$ cat config.mk
export PLATFORM = sky130hd
export DESIGN_NAME = arcade_core
export DESIGN_NICKNAME = d
export VERILOG_FILES = /design/src/source/arcade_pkg.sv /design/src/source/clock_enables.sv /design/src/source/video_timer.sv /design/src/source/rom_download.sv /design/src/source/rom_slot_arbiter.sv /design/src/source/arcade_core.sv
export SDC_FILE = /design/constraint.sdc
export NUM_CORES = 1
export LEC_CHECK = 0
export ABC_CLOCK_PERIOD_IN_PS = 4850
export BUFFER_PORTS_ARGS = -buffer_cell sky130_fd_sc_hd__buf_2
export CAP_MARGIN = 15
export CORE_MARGIN = 2
export CORE_UTILIZATION = 50
export CTS_CLUSTER_DIAMETER = 200
export DETAILED_ROUTE_END_ITERATION = 6
export GPL_TIMING_DRIVEN = 0
export HOLD_SLACK_MARGIN = 0.12
export PLACE_DENSITY = 0.77
export SYNTH_ARGS = -nofsm -noshare
export SYNTH_HDL_FRONTEND = slang
export SYNTH_SLANG_ARGS = --single-unit
export TNS_END_PERCENT = 50
$ cat constraint.sdc
create_clock -name clk -period 4.85 [get_ports clk]
set_input_delay 1.2125 -clock clk [delete_from_list [all_inputs] [get_ports clk]]
set_output_delay 1.2125 -clock clk [all_outputs]
set_load 0.01 [all_outputs]
$ cat src/source/arcade_pkg.sv
// Shared types, memory map and video timing for the arcade core shell
// Referenced by scoped name from every RTL block

package arcade_pkg;

    typedef logic [21:0] sdram_addr_t;  // SDRAM word address
    typedef logic [15:0] sdram_word_t;
    typedef logic [ 7:0] rom_byte_t;
    typedef logic [16:0] main_addr_t;   // Main CPU byte address
    typedef logic [14:0] snd_addr_t;    // Sound CPU byte address
    typedef logic [17:0] gfx_addr_t;    // Graphics word address
    typedef logic [ 8:0] hcount_t;
    typedef logic [ 8:0] vcount_t;
    typedef logic [21:0] loader_addr_t; // Byte address from the loader

    // Region bases in SDRAM words
    localparam sdram_addr_t main_offset = 22'h00000;
    localparam sdram_addr_t snd_offset  = 22'h10000;
    localparam sdram_addr_t gfx_offset  = 22'h14000;

    // Loader byte address of the game configuration byte, kept out of SDRAM
    localparam loader_addr_t cfg_byte_addr = 22'hA8000;

    // Horizontal timing in pixels
    localparam hcount_t h_total   = 9'd384;
    localparam hcount_t h_visible = 9'd256;
    localparam hcount_t hs_start  = 9'd296;
    localparam hcount_t hs_end    = 9'd328;

    // Vertical timing in lines
    localparam vcount_t v_total   = 9'd262;
    localparam vcount_t v_visible = 9'd224;
    localparam vcount_t vs_start  = 9'd232;
    localparam vcount_t vs_end    = 9'd236;

endpackage

$ cat src/source/clock_enables.sv
// Clock-enable pulses for the 48 MHz system clock
// cen12, cen6 and cen3 are single-cycle strobes aligned to the same count

module clock_enables (
    input  logic clk,
    input  logic arst_n,
    output logic cen12,     // 12 MHz
    output logic cen6,      //  6 MHz
    output logic cen3       //  3 MHz
);

    logic [3:0] cnt;

    // Decoded at the last count of each period, so every cen3 lines up
    // with a cen6 and every cen6 with a cen12
    always_ff @(posedge clk or negedge arst_n) begin
        if (!arst_n) begin
            cnt   <= '0;
            cen12 <= 1'b0;
            cen6  <= 1'b0;
            cen3  <= 1'b0;
        end else begin
            cnt   <= cnt + 4'd1;        // Free running
            cen12 <= &cnt[1:0];
            cen6  <= &cnt[2:0];
            cen3  <= &cnt;
        end
    end

    // Slower enables must be a subset of the faster ones
    assert property (@(posedge clk) disable iff (!arst_n)
        cen3 |-> (cen6 && cen12))
    else $error("cen3 pulse without cen6");

    // cen6 repeats exactly every 8 cycles
    assert property (@(posedge clk) disable iff (!arst_n)
        cen6 |=> !cen6 [*7] ##1 cen6)
    else $error("cen6 period broken");

endmodule

$ cat src/source/video_timer.sv
// Pixel and line counters for the 256x224 raster
// Advances on cen6; blanking and sync levels register together with h and v,
// so they always describe the current position

module video_timer (
    input  logic                clk,
    input  logic                arst_n,
    input  logic                cen6,
    output arcade_pkg::hcount_t h,
    output arcade_pkg::vcount_t v,
    output logic                lhbl,   // High during visible pixels
    output logic                lvbl,   // High during visible lines
    output logic                hs,
    output logic                vs
);

    arcade_pkg::hcount_t h_next;
    arcade_pkg::vcount_t v_next;

    // Next position, v only moves when h wraps
    always_comb begin
        h_next = h + 9'd1;
        v_next = v;
        if (h == arcade_pkg::h_total - 9'd1) begin
            h_next = '0;
            if (v == arcade_pkg::v_total - 9'd1) begin
                v_next = '0;
            end else begin
                v_next = v + 9'd1;
            end
        end
    end

    always_ff @(posedge clk or negedge arst_n) begin
        if (!arst_n) begin
            h    <= '0;
            v    <= '0;
            lhbl <= 1'b1;   // Position 0,0 is visible
            lvbl <= 1'b1;
            hs   <= 1'b0;
            vs   <= 1'b0;
        end else if (cen6) begin
            h    <= h_next;
            v    <= v_next;
            lhbl <= h_next < arcade_pkg::h_visible;
            lvbl <= v_next < arcade_pkg::v_visible;
            hs   <= (h_next >= arcade_pkg::hs_start) && (h_next < arcade_pkg::hs_end);
            vs   <= (v_next >= arcade_pkg::vs_start) && (v_next < arcade_pkg::vs_end);
        end
    end

    // Counter must never leave the line
    assert property (@(posedge clk) disable iff (!arst_n)
        h < arcade_pkg::h_total)
    else $error("h beyond h_total");

    // Sync pulses only inside the blanking interval
    assert property (@(posedge clk) disable iff (!arst_n)
        (hs |-> !lhbl) and (vs |-> !lvbl))
    else $error("sync outside blanking");

endmodule

$ cat src/source/rom_download.sv
// ROM download path from the loader byte stream to SDRAM
// Each byte becomes a masked 16-bit word write held until sdram_ack;
// the configuration byte is kept locally in game_cfg

module rom_download (
    input  logic                     clk,
    input  logic                     arst_n,
    input  logic                     downloading,
    input  logic                     ioctl_wr,
    input  logic                     sdram_ack,
    input  arcade_pkg::loader_addr_t ioctl_addr,
    input  arcade_pkg::rom_byte_t    ioctl_dout,
    output arcade_pkg::sdram_addr_t  prog_addr,
    output arcade_pkg::rom_byte_t    prog_data,
    output logic [1:0]               prog_mask,  // Active low byte enables
    output logic                     prog_we,
    output arcade_pkg::rom_byte_t    game_cfg
);

    logic is_cfg;

    assign is_cfg = ioctl_addr == arcade_pkg::cfg_byte_addr;

    // Write strobe and configuration register
    always_ff @(posedge clk or negedge arst_n) begin
        if (!arst_n) begin
            prog_we  <= 1'b0;
            game_cfg <= '0;
        end else begin
            if (sdram_ack) begin
                prog_we <= 1'b0;    // Drops the cycle after the ack
            end
            if (ioctl_wr) begin
                if (is_cfg) begin
                    game_cfg <= ioctl_dout;
                end else begin
                    prog_we <= 1'b1;
                end
            end
        end
    end

    // Pending write payload
    always_ff @(posedge clk) begin
        if (ioctl_wr && !is_cfg) begin
            prog_addr <= ioctl_addr >> 1;
            prog_data <= ioctl_dout;
            // Even byte goes to the low half, odd to the high half
            prog_mask <= ioctl_addr[0] ? 2'b01 : 2'b10;
        end
    end

    // Loader waits for the previous write to be acknowledged
    assert property (@(posedge clk) disable iff (!arst_n)
        ioctl_wr |-> !prog_we)
    else $error("ioctl_wr while a write is pending");

    assert property (@(posedge clk) disable iff (!arst_n)
        (ioctl_wr || prog_we) |-> downloading)
    else $error("ROM write outside download");

endmodule

$ cat src/source/rom_slot_arbiter.sv
// Shares one SDRAM read port between the main, sound and graphics ROM slots
// Each slot has a one-word cache; misses are fetched one at a time,
// graphics first, then main, then sound

module rom_slot_arbiter (
    input  logic                    clk,
    input  logic                    arst_n,
    input  logic                    downloading,
    input  logic                    main_cs,
    input  logic                    snd_cs,
    input  logic                    gfx_cs,
    input  logic                    sdram_ack,
    input  logic                    data_rdy,
    input  arcade_pkg::main_addr_t  main_addr,
    input  arcade_pkg::snd_addr_t   snd_addr,
    input  arcade_pkg::gfx_addr_t   gfx_addr,
    input  arcade_pkg::sdram_word_t data_read,
    output arcade_pkg::rom_byte_t   main_dout,
    output arcade_pkg::rom_byte_t   snd_dout,
    output arcade_pkg::sdram_word_t gfx_dout,
    output logic                    main_ok,
    output logic                    snd_ok,
    output logic                    gfx_ok,
    output logic                    sdram_req,
    output arcade_pkg::sdram_addr_t sdram_addr
);

    typedef enum logic [1:0] {
        idle,
        wait_ack,
        wait_data
    } fetch_state_t;

    fetch_state_t            state;
    // Slot vectors: bit 0 gfx, bit 1 main, bit 2 sound
    arcade_pkg::sdram_addr_t slot_addr  [3];
    arcade_pkg::sdram_addr_t cache_addr [3];
    arcade_pkg::sdram_word_t cache_data [3];
    arcade_pkg::sdram_addr_t pick_addr;
    logic [2:0]              cs_vec;
    logic [2:0]              cache_valid;
    logic [2:0]              hit;
    logic [2:0]              miss;
    logic [2:0]              pick;
    logic [2:0]              fetch_sel;  // Slot of the fetch in flight

    assign cs_vec = {snd_cs, main_cs, gfx_cs};

    // Byte slots share one word between two addresses
    assign slot_addr[0] = arcade_pkg::gfx_offset + arcade_pkg::sdram_addr_t'(gfx_addr);
    assign slot_addr[1] = arcade_pkg::main_offset + arcade_pkg::sdram_addr_t'(main_addr[16:1]);
    assign slot_addr[2] = arcade_pkg::snd_offset + arcade_pkg::sdram_addr_t'(snd_addr[14:1]);

    always_comb begin
        for (int i = 0; i < 3; i++) begin
            hit[i] = cache_valid[i] && (cache_addr[i] == slot_addr[i]);
        end
    end

    assign miss = cs_vec & ~hit;
    assign pick = miss & (~miss + 3'd1);    // Lowest set bit, gfx first

    always_comb begin
        if (pick[0]) begin
            pick_addr = slot_addr[0];
        end else if (pick[1]) begin
            pick_addr = slot_addr[1];
        end else begin
            pick_addr = slot_addr[2];
        end
    end

    assign {snd_ok, main_ok, gfx_ok} = cs_vec & hit;

    assign gfx_dout  = cache_data[0];
    assign main_dout = main_addr[0] ? cache_data[1][15:8] : cache_data[1][7:0];
    assign snd_dout  = snd_addr[0]  ? cache_data[2][15:8] : cache_data[2][7:0];

    // Fetch FSM
    always_ff @(posedge clk or negedge arst_n) begin
        if (!arst_n) begin
            state       <= idle;
            sdram_req   <= 1'b0;
            fetch_sel   <= '0;
            cache_valid <= '0;
        end else begin
            if (downloading) begin
                cache_valid <= '0;  // SDRAM contents are changing
            end else if (state == wait_data && data_rdy) begin
                cache_valid <= cache_valid | fetch_sel;
            end
            unique case (state)
                idle: begin
                    if (!downloading && |miss) begin
                        fetch_sel <= pick;
                        sdram_req <= 1'b1;
                        state     <= wait_ack;
                    end
                end
                wait_ack: begin
                    if (sdram_ack) begin
                        sdram_req <= 1'b0;
                        state     <= wait_data;
                    end
                end
                wait_data: begin
                    if (data_rdy) begin
                        state <= idle;
                    end
                end
                default: state <= idle;
            endcase
        end
    end

    // Address and cache payload
    always_ff @(posedge clk) begin
        if (state == idle) begin
            sdram_addr <= pick_addr;    // Frozen while the request is out
        end
        if (state == wait_data && data_rdy) begin
            for (int i = 0; i < 3; i++) begin
                if (fetch_sel[i]) begin
                    cache_addr[i] <= sdram_addr;
                    cache_data[i] <= data_read;
                end
            end
        end
    end

    // Download writes share sdram_ack
    assert property (@(posedge clk) disable iff (!arst_n || downloading)
        sdram_ack |-> sdram_req)
    else $error("sdram_ack without sdram_req");

endmodule

$ cat src/source/arcade_core.sv
// Top level of the arcade core shell
// The testbench acts as the ROM clients and as the SDRAM controller

module arcade_core (
    input  logic                     clk,
    input  logic                     arst_n,
    // ROM download
    input  logic                     downloading,
    output logic                     dwnld_busy,
    input  logic                     ioctl_wr,
    input  arcade_pkg::loader_addr_t ioctl_addr,
    input  arcade_pkg::rom_byte_t    ioctl_dout,
    output arcade_pkg::sdram_addr_t  prog_addr,
    output arcade_pkg::rom_byte_t    prog_data,
    output logic [1:0]               prog_mask,
    output logic                     prog_we,
    output arcade_pkg::rom_byte_t    game_cfg,
    // ROM slots
    input  logic                     main_cs,
    input  arcade_pkg::main_addr_t   main_addr,
    output arcade_pkg::rom_byte_t    main_dout,
    output logic                     main_ok,
    input  logic                     snd_cs,
    input  arcade_pkg::snd_addr_t    snd_addr,
    output arcade_pkg::rom_byte_t    snd_dout,
    output logic                     snd_ok,
    input  logic                     gfx_cs,
    input  arcade_pkg::gfx_addr_t    gfx_addr,
    output arcade_pkg::sdram_word_t  gfx_dout,
    output logic                     gfx_ok,
    // SDRAM
    output logic                     sdram_req,
    output arcade_pkg::sdram_addr_t  sdram_addr,
    input  arcade_pkg::sdram_word_t  data_read,
    input  logic                     data_rdy,
    input  logic                     sdram_ack,  // Shared by writes and reads
    // Video
    output logic                     pxl2_cen,   // 12 MHz
    output logic                     pxl_cen,    //  6 MHz
    output logic                     lhbl,
    output logic                     lvbl,
    output logic                     hs,
    output logic                     vs
);

    arcade_pkg::hcount_t h;     // For the video blocks still to come
    arcade_pkg::vcount_t v;

    assign dwnld_busy = downloading;

    clock_enables u_cen (
        .clk    ( clk      ),
        .arst_n ( arst_n   ),
        .cen12  ( pxl2_cen ),
        .cen6   ( pxl_cen  ),
        .cen3   (          )    // CPU enable, no CPU here yet
    );

    video_timer u_timer (
        .clk    ( clk      ),
        .arst_n ( arst_n   ),
        .cen6   ( pxl_cen  ),
        .h      ( h        ),
        .v      ( v        ),
        .lhbl   ( lhbl     ),
        .lvbl   ( lvbl     ),
        .hs     ( hs       ),
        .vs     ( vs       )
    );

    rom_download u_download (
        .clk         ( clk         ),
        .arst_n      ( arst_n      ),
        .downloading ( downloading ),
        .ioctl_wr    ( ioctl_wr    ),
        .sdram_ack   ( sdram_ack   ),
        .ioctl_addr  ( ioctl_addr  ),
        .ioctl_dout  ( ioctl_dout  ),
        .prog_addr   ( prog_addr   ),
        .prog_data   ( prog_data   ),
        .prog_mask   ( prog_mask   ),
        .prog_we     ( prog_we     ),
        .game_cfg    ( game_cfg    )
    );

    rom_slot_arbiter u_rom (
        .clk         ( clk         ),
        .arst_n      ( arst_n      ),
        .downloading ( downloading ),
        .main_cs     ( main_cs     ),
        .snd_cs      ( snd_cs      ),
        .gfx_cs      ( gfx_cs      ),
        .sdram_ack   ( sdram_ack   ),
        .data_rdy    ( data_rdy    ),
        .main_addr   ( main_addr   ),
        .snd_addr    ( snd_addr    ),
        .gfx_addr    ( gfx_addr    ),
        .data_read   ( data_read   ),
        .main_dout   ( main_dout   ),
        .snd_dout    ( snd_dout    ),
        .gfx_dout    ( gfx_dout    ),
        .main_ok     ( main_ok     ),
        .snd_ok      ( snd_ok      ),
        .gfx_ok      ( gfx_ok      ),
        .sdram_req   ( sdram_req   ),
        .sdram_addr  ( sdram_addr  )
    );

endmodule

Word level (Yosys, flattened, before mapping)
Memory sizes are Yosys's and may differ from the RTL's.
Index checks and enable logic that the tools add are counted.
Widths: inputs -> output; s select.
{"block": "word_totals", "elab_cells": 99, "reg_bits": 99, "mem_count": 2, "input_bits": 105, "mem_bits_rw": 114, "out_inout_bits": 106}
{"block": "op_classes", "n_eq_ne": 11, "mux": 29, "addsub": 6, "reduce_logical": 20, "n_lt_le_gt_ge": 6, "bitwise_logic": 6}
{"memory": "u_rom.cache_addr", "depth": 3, "word_bits": 22, "read_ports": 3, "rd_ports_with_merged_regs": 0, "write_ports": 3, "line": "rom_slot_arbiter.sv:37", "rtl": "arcade_pkg::sdram_addr_t cache_addr [3];"}
{"memory": "u_rom.cache_data", "depth": 3, "word_bits": 16, "read_ports": 3, "rd_ports_with_merged_regs": 0, "write_ports": 3, "line": "rom_slot_arbiter.sv:38", "rtl": "arcade_pkg::sdram_word_t cache_data [3];"}
{"cell": "$eq 22x22->1", "count": 2}
{"cell": "$mux 22", "count": 2}
{"cell": "$mux 9", "count": 3}
{"cell": "$eq 22x16->1", "count": 1}
{"cell": "$eq 22x20->1 const B", "count": 1}
{"cell": "$add 17x18->19 const A", "count": 1}
{"cell": "$add 17x14->18 const A", "count": 1}
{"cell": "$add 9x1->9 const B", "count": 2}
{"cell": "$eq 9x9->1 const B", "count": 2}
{"cell": "$lt 9x8->1 const B", "count": 2}
{"cell": "$lt 9x9->1 const B", "count": 2}
{"cell": "$mux 8", "count": 2}
{"cell": "$mux 1", "count": 14}
{"cell": "$and 3x3->3", "count": 3}
{"cell": "$ge 9x8->1 const B", "count": 1}
{"cell": "$ge 9x9->1 const B", "count": 1}
{"cell": "$reduce_and 3->1", "count": 3}
{"cell": "$logic_and 1x1->1", "count": 8}
{"cell": "$mux 2", "count": 4}
{"cell": "$mux 3", "count": 2}
{"cell": "$not 3->3", "count": 2}
{"cell": "$pmux 2 s3", "count": 1}
{"cell": "$reduce_and 2->1", "count": 3}
{"cell": "$add 4x1->4 const B", "count": 1}
{"cell": "other kinds (11)", "count": 14}

Longest topological paths before layout
{"block": "logic_depth", "word_depth": 10, "depth_mapped": 8, "ltp_nobuf": 8}

Cells and area by module
A second synthesis with hierarchy kept.
{"block": "hier_totals", "cells_unflattened": 648, "area_unflattened_um2": 8954.8}
{"mod": "rom_slot_arbiter", "cells_each": 408, "area_each_um2": 5953.2, "seq_area_each_um2": 3948.8, "n_inst": 1}
{"mod": "video_timer", "cells_each": 162, "area_each_um2": 1418.9, "seq_area_each_um2": 553.0, "n_inst": 1}
{"mod": "rom_download", "cells_each": 64, "area_each_um2": 1350.0, "seq_area_each_um2": 1156.1, "n_inst": 1}
{"mod": "clock_enables", "cells_each": 13, "area_each_um2": 225.2, "seq_area_each_um2": 175.2, "n_inst": 1}
{"mod": "arcade_core", "cells_each": 1, "area_each_um2": 7.5, "seq_area_each_um2": 0.0, "n_inst": 1}

Worst setup path after synthesis
No wires, ideal clock.
{"block": "synth_path", "path_type": "input -> output", "startpoint": "in gfx_addr[14]", "endpoint": "out gfx_ok", "required_time_ps": 3638, "n_path_buf": 0, "t_arrival_ps": 2477, "setup_slack_ps": 1160, "path_stages": 4, "path_cell_list": "ha_1 or4b_2 o21ai_2 and4_1"}
{"block": "synth_via", "elab_chain_len": 4}
{"item": "start, declared", "line": "arcade_core.sv:28", "rtl": "input arcade_pkg::gfx_addr_t gfx_addr,"}
{"item": "$add 17x18->19", "line": "rom_slot_arbiter.sv:50", "rtl": "assign slot_addr[0] = arcade_pkg::gfx_offset + arcade_pkg::sdram_addr_t'(gfx_addr);"}
{"item": "$eq 22x22->1", "line": "rom_slot_arbiter.sv:56", "rtl": "hit[i] = cache_valid[i] && (cache_addr[i] == slot_addr[i]);"}
{"item": "$logic_and 1x1->1", "line": "rom_slot_arbiter.sv:56"}
{"item": "$and 3x3->3", "line": "rom_slot_arbiter.sv:73", "rtl": "assign {snd_ok, main_ok, gfx_ok} = cs_vec & hit;"}
{"item": "end, declared", "line": "arcade_core.sv:30", "rtl": "output logic gfx_ok,"}
Every way passes these cells.

Final worst setup path
Same ends and word-level chain as after synthesis.

==> impl_metrics.py <==
metrics = {
    "setup_path": {
        "required_ns": 3.64,
        "cp-end-kind": "primary output",
        "slowest_stage": "or4b_2",
        "worstPathMaxFanout": 5,
        "cpMostUsedCell": "buf_2",
        "crit_buf_inv": 2,
        "critical_path_class": "input pin to primary output",
        "start_kind": "input pin",
        "r2r_start": "u_rom.cache_addr[0][36]",
        "arrival_ns": 2.81,
        "crit_chain": "buf_2 -> ha_1 -> or4b_2 -> o21ai_2 -> and4_1 -> buf_2",
        "r2r-end": "u_rom.sdram_addr[6]",
        "reg2reg_slack_ns": 2.33,
        "critPathMaxStageDelay_ns": 0.69,
        "r2r_cells": 7,
        "critPathTopFamily": "simple AND/OR/NAND/NOR gates",
    },
    "route": {
        "drt_wl_total_um": 18500,
        "vias_per_cell": 5.29,
        "drc": 0,
        "ant_nets": 0,
        "routedWlPerCell_um": 18.2,
        "num_vias": 5377,
        "firstDrtPassIters": 7,
        "drt_first_iter_violations": 411,
    },
    "pwr": {
        "p_int_w": 0.00315,
        "netSwitchingPower_w": 0.00106,
        "leakage_nw": 4.23,
        "power_frac_clock_pct": 34.1,
        "p_comb_share_pct": 12.8,
        "power_density_nw_per_um2": 407,
        "peakVddDrop_mv": 0.258,
        "switching_share_pct": 25.1,
        "seqPwrFrac_pct": 53.0,
    },
    "min_path": {
        "hp-start": "u_cen.cnt[0]",
        "min_to": "u_cen.cnt[0]",
        "holdPathStages": 1,
        "min-delay-path-class": "flop to flop",
    },
    "synthesis": {
        "ys_warn_count": 0,
        "synth_top_family_by_area": "simple AND/OR/NAND/NOR gates",
        "postSynth.asyncResetShare_pct": 22.5,
        "synth-edff-count": 155,
        "ys_types": 58,
        "syn-cell-area_um2": 8330,
        "synth_top_flop_cell": "edfxtp_1",
        "yosys.area.top_type": "edfxtp_1",
        "synth_cells": 551,
        "yosys-top-cells-area": "edfxtp_1, dfrtp_1, mux2_2",
        "synth_compound_area_share_pct": 4.69,
        "synth-seq-cells": 200,
        "synthAdderAreaFrac_pct": 1.05,
        "syn_area_per_cell_um2": 15.1,
        "synth.yosys.seq_area_share_pct": 69.5,
        "synthXorXnorAreaFrac_pct": 6.48,
        "synthSimpleGateAreaFrac_pct": 8.76,
        "synthMuxAreaShare_pct": 6.19,
        "netlist.area_leader.share_pct": 55.9,
    },
    "die": {
        "rows": 47,
        "die_area_um2": 17700,
        "initial_core_util_pct": 50.7,
        "die_w_um": 133,
        "core_area_um2": 16400,
        "pin_count": 211,
        "die_h_um": 133,
    },
    "clocking": {
        "cts.repair.resized": 0,
        "cts_buffer_depth": 2,
        "cts_buffers": 17,
        "postCtsSetupBuffers": 0,
        "ctsHoldBuffers": 0,
        "cts-root-buf": "clkbuf_16",
        "htreeDepth": 4,
        "insertion_delay_ns": 0.43,
        "cts_tree": "yes",
        "cts_sinks": 200,
        "clk_pin_slew_ns": 0.07,
    },
    "timing": {
        "fin_setup_tns_ns": 0,
        "min_period_ns": 4.02,
        "period_share_pct": 83.0,
        "slew_violations": 0,
        "finClkSkew_ns": 0.00901,
        "final_hold_viol_count": 0,
        "fmax_ghz": 0.248,
        "rsz0062_at_grt": "no",
        "worst-slew-pin-transition_ns": 1.01,
        "setup-violations-final": 0,
        "slew_headroom_pct": 32.8,
    },
    "global_routing": {
        "grt_first_pass_wirelength_um": 28300,
        "gr-total-overflow": 0,
        "grt_pass1_vias": 5535,
        "grt_max_degree": 46,
        "grt_util_all_layers_pct": 21.0,
        "antenna_found_initial": 2,
    },
    "final_layout": {
        "final_area_um2": 10300,
        "area_delta_synth_final_pct": 24.2,
        "layout-drive-gt1-share_pct": 38.8,
        "final_common_cell": "buf_2",
        "fin_nets": 893,
        "post-route-util_pct": 63.0,
        "fill_cells": 1237,
        "layout_common_cells": "buf_2, edfxtp_1, dfrtp_1, nand2_1, xnor2_1",
    },
    "flow_run": {
        "maxCapViolations": 0,
    },
    "placed_design": {
        "dpl-instance-area_um2": 9730,
        "io_buffers": 204,
        "dp_hpwl_um": 13200,
        "place_congestion": 0.844,
    },
    "run_status": {
        "status": "finished clean",
    },
}
==> metrics by stage <==
stage               power [W]  worst slack (ns)  hold slack, ns  std cells
detailed placement    0.00281             0.843           0.418        982
global placement      0.00276             0.860           0.412        978
floorplan             0.00249              1.16           0.401        554
CTS                   0.00423             0.842           0.430       1014
global route          0.00435             0.795           0.442       1015
finish                0.00421             0.825           0.427       1017
==> registers in the layout, indices dropped and copies added, names as in the netlist, 8 cells and up <==
name / count
u_rom.sdram_addr: 19
u_download.prog_data: 8
u_download.game_cfg: 8
u_download.prog_addr: 21
u_rom.cache_data: 48
u_timer.v: 9
u_rom.cache_addr: 57
u_timer.h: 9
==> synth_stat cells, types with 3 or more instances <==
cell type and instances:
buf_4 21, and2_1 7, dfrtp_1 43, clkbuf_1 5
ha_1 7, and3_1 8, edfxtp_1 155, xnor2_1 31
mux2_2 28, xor2_1 28, nor3_1 3, nand4_1 8
nor2_1 19, a21o_1 3, o21ai_2 3, a21oi_1 6
or3_1 3, nor2b_1 6, o21ai_0 11, nor4_1 12
nand3b_1 4, buf_2 4, inv_1 13, nand2_1 37
mux2i_1 20, o21ai_1 12, nand3_1 11
==> layer usage <==
layer	part of all wire, %	vias to the layer above	track usage [%]
li1	-	2482	-
met1	40	2664	25.4
met2	52	201	36.8
met3	6.4	30	4.98
met4	1.8	0	7.35
met5	0	-	0
==> area by class of cell <==
cell class / count / area (um2) / area share [%]
buffer: 32 / 228 / 2.20
clock buffer: 18 / 429 / 4.15
multi-input combinational: 309 / 2290 / 22.2
inverter: 13 / 48.8 / 0.472
antenna: 3 / 7.51 / 0.0726
timing repair buffer: 208 / 1100 / 10.7
clock inverter: 14 / 171 / 1.66
tap: 220 / 275 / 2.66
sequential: 200 / 5780 / 55.9
==> logic make-up (layout without fill, tap and decap cells) <==
group | count (synthesis) | after routing
XOR/XNOR | 60 | 60
other | 1 | 7
AND/OR/NAND/NOR | 134 | 134
AO/OA/AOI/OAI | 56 | 56
buffers and inverters | 45 | 285
adder cells (fa/ha/maj) | 7 | 7
flip-flops | 200 | 200
multiplexers | 48 | 48
==> how the worst max path moves through the flow <==
stage | start | endpoint | cells past startpoint
final | gfx_addr[14] | gfx_ok | 6
after global routing | gfx_addr[14] | gfx_ok | 8
after CTS | gfx_addr[14] | gfx_ok | 6
after detailed placement | gfx_addr[14] | gfx_ok | 6
after global placement | gfx_addr[14] | gfx_ok | 6
after floorplan | gfx_addr[14] | gfx_ok | 4
==> power groups by stage <==
stage	Sequential, W	Clock, W	Combinational [W]
3_5_place_dp	0.00227	0	0.000542
6_report	0.00223	0.00144	0.000540
3_3_place_gp	0.00226	0	0.000500
5_1_grt	0.00225	0.00152	0.000578
4_1_cts	0.00223	0.00145	0.000547
2_1_floorplan	0.00228	0	0.000208
==> worst register-to-register path: stages, from the launching register on <==
cell	delay, ns
edfxtp_1	0.39
xor2_1	0.17
nor4_1	0.50
nand3b_1	0.28
o21ai_4	0.41
buf_12	0.21
mux2i_1	0.21
o21ai_1	0.09
Note: power is estimated with default switching activity, not from simulation.
